[src/include/aon_params.svh]
////////////////////
// widths, counts and pad indices for the always-on pad block
////////////////////

`ifndef AON_PARAMS_SVH
`define AON_PARAMS_SVH

// vector widths
`define AON_GPIO_W 32
`define AON_MIO_N 22
`define AON_RAMP_W 4
`define AON_SETTLE_W 3

// settle window in clk_aon cycles
`define AON_SETTLE_CYCLES 6

// fake supply pattern thresholds on the ramp count
`define AON_SUPP_ON0 4
`define AON_SUPP_OFF 8
`define AON_SUPP_ON1 12

// core pad indices
`define AON_GEN_N 14
`define AON_STRAP_N 3
`define AON_MIO_SW_STRAP 14
`define AON_MIO_TAP0 17
`define AON_MIO_TAP1 18
`define AON_MIO_UART_RX 19
`define AON_MIO_UART_TX 20
`define AON_MIO_USB_SENSE 21

// pad vector positions
`define AON_GPIO_SW_STRAP 22
`define AON_GPIO_TAP0 27
`define AON_GPIO_TAP1 30

`endif

[src/aon_pkg.sv]
////////////////////
// pad vector and counter types
// power-on sequencer state encoding
////////////////////

`include "aon_params.svh"

package aon_pkg;

  ////////////////////
  // pad mapping, core pad to pad vector
  ////////////////////
  // mio 0..13   -> gpio 0..13   generic gpio
  // mio 14..16  -> gpio 22..24  software straps
  // mio 17      -> gpio 27      tap strap
  // mio 18      -> gpio 30      tap strap
  // mio 19      <- uart_rx_i    input only
  // mio 20      -> uart_tx_o    output only
  // mio 21      <- usb_sense_i  input only
  // every other gpio output bit is tied to zero

  // full pad side gpio vector
  typedef logic [`AON_GPIO_W-1:0] gpio_vec_t;

  // core multiplexed pad vector
  typedef logic [`AON_MIO_N-1:0] mio_vec_t;

  // saturating supply ramp
  typedef logic [`AON_RAMP_W-1:0] ramp_cnt_t;

  // settle window count
  typedef logic [`AON_SETTLE_W-1:0] settle_cnt_t;

  // power-on sequencer states
  typedef enum logic [1:0] {
    POR_OFF    = 2'd0,
    POR_SETTLE = 2'd1,
    POR_ON     = 2'd2
  } por_state_t;

endpackage

[src/supply_timer_if.sv]
////////////////////
// supply and settle timer link
////////////////////

`timescale 1ns/1ps

interface supply_timer_if;

  // timer to sequencer
  logic vcc_supp;
  logic settle_done;

  // sequencer to timer
  logic settle_clear;
  logic settle_run;

  modport timer (
    output vcc_supp,
    output settle_done,
    input  settle_clear,
    input  settle_run
  );

  modport sequencer (
    input  vcc_supp,
    input  settle_done,
    output settle_clear,
    output settle_run
  );

endinterface

[src/supply_timer.sv]
////////////////////
// fake supply ramp and settle window counter
////////////////////

`timescale 1ns/1ps

`include "aon_params.svh"

module supply_timer (
  input logic          clk_aon,
  input logic          rst_n_i,
  supply_timer_if.timer tmr
);

  aon_pkg::ramp_cnt_t   ramp_cnt_q;
  aon_pkg::settle_cnt_t settle_cnt_q;

  ////////////////////
  // supply ramp
  ////////////////////

  // counts up once per cycle and sticks at all ones
  always_ff @(posedge clk_aon) begin
    if (!rst_n_i) begin
      ramp_cnt_q <= '0;
    end else if (ramp_cnt_q != '1) begin
      ramp_cnt_q <= ramp_cnt_q + 1'b1;
    end
  end

  // low, short high glitch, low, then high for good
  always_comb begin
    if (ramp_cnt_q < aon_pkg::ramp_cnt_t'(`AON_SUPP_ON0)) begin
      tmr.vcc_supp = 1'b0;
    end else if (ramp_cnt_q < aon_pkg::ramp_cnt_t'(`AON_SUPP_OFF)) begin
      tmr.vcc_supp = 1'b1;
    end else if (ramp_cnt_q < aon_pkg::ramp_cnt_t'(`AON_SUPP_ON1)) begin
      tmr.vcc_supp = 1'b0;
    end else begin
      tmr.vcc_supp = 1'b1;
    end
  end

  ////////////////////
  // settle window
  ////////////////////

  // clear wins over run, count saturates at the window length
  always_ff @(posedge clk_aon) begin
    if (!rst_n_i || tmr.settle_clear) begin
      settle_cnt_q <= '0;
    end else if (tmr.settle_run && !tmr.settle_done) begin
      settle_cnt_q <= settle_cnt_q + 1'b1;
    end
  end

  assign tmr.settle_done = (settle_cnt_q == aon_pkg::settle_cnt_t'(`AON_SETTLE_CYCLES));

endmodule

[src/por_sequencer.sv]
////////////////////
// power-ok sequencer FSM
// drives the pad clamp
////////////////////

`timescale 1ns/1ps

module por_sequencer (
  input  logic              clk_aon,
  input  logic              rst_n_i,
  supply_timer_if.sequencer seq,
  output logic              clamp_o,
  output logic              por_ok_o
);

  aon_pkg::por_state_t state_q;
  aon_pkg::por_state_t state_d;
  logic                por_ok_q;
  logic                clamp_q;

  ////////////////////
  // next state
  ////////////////////

  always_comb begin
    state_d = state_q;
    unique case (state_q)
      aon_pkg::POR_OFF: begin
        if (seq.vcc_supp) begin
          state_d = aon_pkg::POR_SETTLE;
        end
      end
      aon_pkg::POR_SETTLE: begin
        // any supply drop restarts the window
        if (!seq.vcc_supp) begin
          state_d = aon_pkg::POR_OFF;
        end else if (seq.settle_done) begin
          state_d = aon_pkg::POR_ON;
        end
      end
      // supply never falls again once on
      aon_pkg::POR_ON: state_d = aon_pkg::POR_ON;
      default: state_d = aon_pkg::POR_OFF;
    endcase
  end

  // settle count sits at zero while off, so each entry starts clean
  assign seq.settle_clear = (state_q == aon_pkg::POR_OFF);
  assign seq.settle_run   = (state_q == aon_pkg::POR_SETTLE);

  ////////////////////
  // state and outputs
  ////////////////////

  always_ff @(posedge clk_aon) begin
    if (!rst_n_i) begin
      state_q  <= aon_pkg::POR_OFF;
      por_ok_q <= 1'b0;
      clamp_q  <= 1'b1;
    end else begin
      state_q  <= state_d;
      // power-ok tracks the state it is entering
      por_ok_q <= (state_d == aon_pkg::POR_ON);
      clamp_q  <= (state_d != aon_pkg::POR_ON);
    end
  end

  assign por_ok_o = por_ok_q;
  assign clamp_o  = clamp_q;

endmodule

[src/pad_bridge.sv]
////////////////////
// core pad to gpio vector bridge
// registered, clamped to zero while power is not ok
////////////////////

`timescale 1ns/1ps

`include "aon_params.svh"

module pad_bridge (
  input  logic              clk_aon,
  input  logic              rst_n_i,
  input  logic              clamp_i,
  input  aon_pkg::gpio_vec_t gpio_p2d_i,
  input  logic              uart_rx_i,
  input  logic              usb_sense_i,
  input  aon_pkg::mio_vec_t  mio_out_i,
  input  aon_pkg::mio_vec_t  mio_oe_i,
  input  aon_pkg::mio_vec_t  mio_pull_en_i,
  input  aon_pkg::mio_vec_t  mio_pull_sel_i,
  output aon_pkg::mio_vec_t  mio_in_o,
  output aon_pkg::gpio_vec_t gpio_d2p_o,
  output aon_pkg::gpio_vec_t gpio_en_o,
  output aon_pkg::gpio_vec_t gpio_pull_en_o,
  output aon_pkg::gpio_vec_t gpio_pull_sel_o,
  output logic              uart_tx_o,
  output logic              uart_tx_en_o
);

  aon_pkg::mio_vec_t mio_in_d;

  ////////////////////
  // mapping
  ////////////////////

  // same bit placement for data, enable and both pull attributes
  function automatic aon_pkg::gpio_vec_t scatter(input aon_pkg::mio_vec_t mio);
    aon_pkg::gpio_vec_t gpio;
    gpio = '0;
    gpio[`AON_GEN_N-1:0] = mio[`AON_GEN_N-1:0];
    gpio[`AON_GPIO_SW_STRAP +: `AON_STRAP_N] = mio[`AON_MIO_SW_STRAP +: `AON_STRAP_N];
    gpio[`AON_GPIO_TAP0] = mio[`AON_MIO_TAP0];
    gpio[`AON_GPIO_TAP1] = mio[`AON_MIO_TAP1];
    return gpio;
  endfunction

  // pad inputs back to core pads, uart tx slot reads as zero
  always_comb begin
    mio_in_d = '0;
    mio_in_d[`AON_GEN_N-1:0] = gpio_p2d_i[`AON_GEN_N-1:0];
    mio_in_d[`AON_MIO_SW_STRAP +: `AON_STRAP_N] = gpio_p2d_i[`AON_GPIO_SW_STRAP +: `AON_STRAP_N];
    mio_in_d[`AON_MIO_TAP0] = gpio_p2d_i[`AON_GPIO_TAP0];
    mio_in_d[`AON_MIO_TAP1] = gpio_p2d_i[`AON_GPIO_TAP1];
    mio_in_d[`AON_MIO_UART_RX] = uart_rx_i;
    mio_in_d[`AON_MIO_USB_SENSE] = usb_sense_i;
  end

  ////////////////////
  // output registers
  ////////////////////

  // clamp acts like a held reset on both directions
  always_ff @(posedge clk_aon) begin
    if (!rst_n_i || clamp_i) begin
      mio_in_o        <= '0;
      gpio_d2p_o      <= '0;
      gpio_en_o       <= '0;
      gpio_pull_en_o  <= '0;
      gpio_pull_sel_o <= '0;
      uart_tx_o       <= 1'b0;
      uart_tx_en_o    <= 1'b0;
    end else begin
      mio_in_o        <= mio_in_d;
      gpio_d2p_o      <= scatter(mio_out_i);
      gpio_en_o       <= scatter(mio_oe_i);
      gpio_pull_en_o  <= scatter(mio_pull_en_i);
      gpio_pull_sel_o <= scatter(mio_pull_sel_i);
      // uart tx has its own pins
      uart_tx_o       <= mio_out_i[`AON_MIO_UART_TX];
      uart_tx_en_o    <= mio_oe_i[`AON_MIO_UART_TX];
    end
  end

endmodule

[src/aon_pad_top.sv]
////////////////////
// always-on pad top
// power-on sequence plus pad bridge
////////////////////

`timescale 1ns/1ps

module aon_pad_top (
  input  logic              clk_aon,
  input  logic              rst_n_i,
  // pad side inputs
  input  aon_pkg::gpio_vec_t gpio_p2d_i,
  input  logic              uart_rx_i,
  input  logic              usb_sense_i,
  // core side pad controls
  input  aon_pkg::mio_vec_t  mio_out_i,
  input  aon_pkg::mio_vec_t  mio_oe_i,
  input  aon_pkg::mio_vec_t  mio_pull_en_i,
  input  aon_pkg::mio_vec_t  mio_pull_sel_i,
  output aon_pkg::mio_vec_t  mio_in_o,
  // pad side outputs
  output aon_pkg::gpio_vec_t gpio_d2p_o,
  output aon_pkg::gpio_vec_t gpio_en_o,
  output aon_pkg::gpio_vec_t gpio_pull_en_o,
  output aon_pkg::gpio_vec_t gpio_pull_sel_o,
  output logic              uart_tx_o,
  output logic              uart_tx_en_o,
  output logic              por_ok_o
);

  logic clamp;

  supply_timer_if u_tmr_if ();

  supply_timer u_supply_timer (
    .clk_aon (clk_aon),
    .rst_n_i (rst_n_i),
    .tmr     (u_tmr_if.timer)
  );

  por_sequencer u_por_seq (
    .clk_aon  (clk_aon),
    .rst_n_i  (rst_n_i),
    .seq      (u_tmr_if.sequencer),
    .clamp_o  (clamp),
    .por_ok_o (por_ok_o)
  );

  pad_bridge u_pad_bridge (
    .clk_aon         (clk_aon),
    .rst_n_i         (rst_n_i),
    .clamp_i         (clamp),
    .gpio_p2d_i      (gpio_p2d_i),
    .uart_rx_i       (uart_rx_i),
    .usb_sense_i     (usb_sense_i),
    .mio_out_i       (mio_out_i),
    .mio_oe_i        (mio_oe_i),
    .mio_pull_en_i   (mio_pull_en_i),
    .mio_pull_sel_i  (mio_pull_sel_i),
    .mio_in_o        (mio_in_o),
    .gpio_d2p_o      (gpio_d2p_o),
    .gpio_en_o       (gpio_en_o),
    .gpio_pull_en_o  (gpio_pull_en_o),
    .gpio_pull_sel_o (gpio_pull_sel_o),
    .uart_tx_o       (uart_tx_o),
    .uart_tx_en_o    (uart_tx_en_o)
  );

endmodule

[config.mk]
export PLATFORM = sky130hd
export DESIGN_NAME = aon_pad_top
export DESIGN_NICKNAME = d
export VERILOG_FILES = /design/src/aon_pkg.sv /design/src/supply_timer_if.sv /design/src/supply_timer.sv /design/src/por_sequencer.sv /design/src/pad_bridge.sv /design/src/aon_pad_top.sv
export VERILOG_INCLUDE_DIRS = /design/src /design/src/include
export SDC_FILE = /design/constraint.sdc
export NUM_CORES = 1
export LEC_CHECK = 0
export BUFFER_PORTS_ARGS = -buffer_cell sky130_fd_sc_hd__buf_2
export CAP_MARGIN = 20
export CORE_AREA = 3 3 105 107
export CTS_BUF_LIST = sky130_fd_sc_hd__clkbuf_4 sky130_fd_sc_hd__clkbuf_8 sky130_fd_sc_hd__clkbuf_16
export DETAILED_ROUTE_END_ITERATION = 10
export DIE_AREA = 0 0 108 110
export GPL_TIMING_DRIVEN = 0
export PLACE_DENSITY = 0.74
export SLEW_MARGIN = 20
export SYNTH_ARGS = -nofsm -noshare
export SYNTH_HDL_FRONTEND = slang
export SYNTH_SLANG_ARGS = --single-unit
[constraint.sdc]
create_clock -name clk_aon -period 1.65 [get_ports clk_aon]
set_input_delay 0.165 -clock clk_aon [delete_from_list [all_inputs] [get_ports clk_aon]]
set_output_delay 0.165 -clock clk_aon [all_outputs]
set_load 0.1 [all_outputs]
==> flow_summary.ini <==
[yosys]
ys.flop_type = dfxtp_1
ys_types = 28
synth-async-reset-ratio_pct = 0
synth_cells = 311
synthesis.area_sq_um = 3570
synth-seq-cells = 110
synth_enable_flop_cells = 0
syn_avg_cell_area_sq_um = 11.5
yosysSeqAreaShare_pct = 61.6
yosys_warnings = 0

[routing]
dr.pass1.iters = 4
drc = 0
drtIter0Drc = 109
wl_per_cell_um = 13.4
routed_wl_um = 10700
viasPerCell = 3.95
antenna_left = 0
vias = 3159

[worst_setup_path]
reg2regPathDepth = 4
end_kind = output port
cp_top_family = buffers and inverters
critPathBufInv = 1
critPathCapture = gpio_en_o[12]
crit_type = reg2out
worstPathCellList = buf_2
worstReg2RegEnd = u_por_seq.state_q[0]
r2r_slack_ns = 0.38
cp_data_required_time_ns = 1.48
arrival_ns = 1.16
cp_max_fo = 1
critPathLaunchType = flip-flop
worst_path_largest_cell_delay_ns = 0.45
crit_start = u_pad_bridge.gpio_en_o[12]
critPathSlowestCell = buf_2
path_depth = 1
worstReg2RegStart = u_supply_timer.settle_cnt_q[0]

[die]
start_util_pct = 34.9
die_h_um = 110
dieArea_sq_um = 11900
die_w_um = 108
num_io_pins = 277
design.core.area_sq_um = 10200
core.rowCount = 37

[clock_tree]
cts.sinks = 110
cts_tree = built
clock_latency_ns = 0.37
clockBufferDepth = 2
cts_inserted_buffers = 9
clk_pin_slew_ns = 0.10
cts-root-buf = clkbuf_8
cts_max_level = 3
cts_resized = 0

[pwr]
power.total_mw = 5.27
power.internal_mw = 3.72
p_per_area_nw_per_um2 = 878
pwr-share-clk_pct = 31.7
pwr-share-comb_pct = 17.8
p_seq_share_pct = 50.6
p_leak_nw = 3.25
swShare_pct = 29.4
switching_power_mw = 1.55
peakVddDrop_mv = 0.523

[sta]
hold_viol_final = 0
tightest_slew_ns = 0.522
rsz0062_at_grt = false
fin_crit_ns = 1.32
fmax_mhz = 757
finalSetupViolCount = 0
slew_headroom_pct = 65.5
skew_ns = 0.0167
setup_tns_ns = 0
period_share_pct = 80.0
maxSlewViolCount = 0

[cells_and_area]
final_cell_area_sq_um = 6010
num_antenna_cells = 0
final_layout_size_suffix_gt1_share_pct = 45.5
nNetsFinal = 786
area_growth_pct = 68.0

[grt]
antenna_found_initial = 0
grt_max_degree = 20
gr-total-overflow = 0
grt_pass1_vias = 3201
grt_pass1_wl_um = 15300
grt_usage_pct = 16.8

[placement]
place.gp.congestion = 0.749
port_buffers = 199
dpl_cell_area_sq_um = 4940
dp_hpwl_um = 7060

[status]
outcome = completed

[worst_hold_path]
hold_path.class = in2reg

[flow_run]
cap_violations = 0
==> cell families after synthesis <==
kind of cell	count (synthesis)	synth area share, %
xor+xnor	1	0.245
mux	1	0.280
other cells	1	0.105
flops	110	61.6
compound gates	9	1.68
fa+ha+maj	3	1.05
buf+inv	68	13.9
simple gates	118	21.1
==> stage by stage <==
stage / hold WS (ns) / instances / setup WS, ns / utilization (%)
6_report: 0.0243 / 800 / 0.329 / 58.7
3_5_place_dp: 0.368 / 698 / 0.408 / 48.2
4_1_cts: 0.00104 / 799 / 0.286 / 58.6
5_1_grt: 0.00613 / 800 / 0.267 / 58.7
3_3_place_gp: 0.364 / 698 / 0.479 / 48.2
2_1_floorplan: 0.287 / 363 / 0.524 / -
==> how the worst min path moves through the flow <==
stage	slack, ns	end	cells after the start	start
6_report	0.02	u_pad_bridge.gpio_en_o[1]	2	mio_oe_i[1]
5_1_grt	0.006	u_pad_bridge.gpio_d2p_o[1]	2	mio_out_i[1]
4_1_cts	0.001	u_pad_bridge.mio_in_o[17]	2	gpio_p2d_i[27]
3_5_place_dp	0.37	u_pad_bridge.gpio_pull_sel_o[10]	2	mio_pull_sel_i[10]
3_3_place_gp	0.36	u_pad_bridge.gpio_en_o[0]	2	mio_oe_i[0]
2_1_floorplan	0.29	u_pad_bridge.gpio_d2p_o[23]	1	mio_out_i[15]
==> sequential cells by signal, summed over array words and instances (netlist names) <==
signal,count
u_pad_bridge.gpio_d2p_o,19
u_pad_bridge.gpio_en_o,19
u_pad_bridge.gpio_pull_en_o,19
u_pad_bridge.gpio_pull_sel_o,19
u_pad_bridge.mio_in_o,21
u_pad_bridge.uart_tx_en_o,1
u_pad_bridge.uart_tx_o,1
u_por_seq.clamp_o,1
u_por_seq.por_ok_o,1
u_por_seq.state_q,2
u_supply_timer.ramp_cnt_q,4
u_supply_timer.settle_cnt_q,3
==> routing by layer <==
| metal | GRT usage [%] | up-vias | wire, um |
|---|---|---|---|
| met5 | 0 | - | 0 |
| met4 | 6.76 | 0 | 225 |
| met3 | 5.47 | 22 | 1010 |
| met2 | 32.4 | 174 | 5710 |
| met1 | 16.5 | 1420 | 3740 |
| li1 | - | 1543 | - |
==> cell type report <==
| class | instances | area (sq um) |
|---|---|---|
| Fill cell | 815 | 4230 |
| Inverter | 4 | 22.5 |
| Buffer | 64 | 475 |
| Timing Repair Buffer | 285 | 1860 |
| Clock buffer | 10 | 131 |
| Tap cell | 136 | 170 |
| Sequential cell | 110 | 2200 |
| Clock inverter | 6 | 77.6 |
| Multi-Input combinational cell | 185 | 1070 |
==> power groups by stage <==
| stage | clock [mW] | combinational, mW | sequential, mW |
|---|---|---|---|
| 4_1_cts | 1.73 | 0.917 | 2.67 |
| 5_1_grt | 1.83 | 0.977 | 2.67 |
| 3_3_place_gp | 0 | 0.752 | 2.73 |
| 2_1_floorplan | 0 | 0.645 | 2.73 |
| 6_report | 1.67 | 0.936 | 2.67 |
| 3_5_place_dp | 0 | 0.755 | 2.73 |
==> placed cells by master (no fill, tap or decap), drive strengths merged, types with 2 or more instances in the layout <==
master,synthesis,layout
buf,56,255
dfxtp,110,110
and2,101,101
dlygate4sd3,0,86
conb,1,53
clkbuf,8,18
inv,4,7
nand2,6,6
ha,3,3
nor2,3,3
a31oi,2,2
nor2b,2,2
nand3,2,2
a21oi,2,2
nor3,2,2
clkinv,0,2
==> cells in the mapped netlist (3+ instances only) <==
cell type  count  area [sq um]
dfxtp_1      110          2200
clkbuf_2       8          40.0
inv_1          3          11.3
ha_1           3          37.5
buf_4         53           398
nand2_1        6          22.5
and2_1        81           507
and2_2        20           150
==> timing repair <==
| item | CTS | global route |
|---|---|---|
| setup buffers | 0 | 0 |
| hold buffers | 85 | 1 |
| endpoints found under the hold margin | 85 | 1 |
Power figures use the tool's default switching activity.
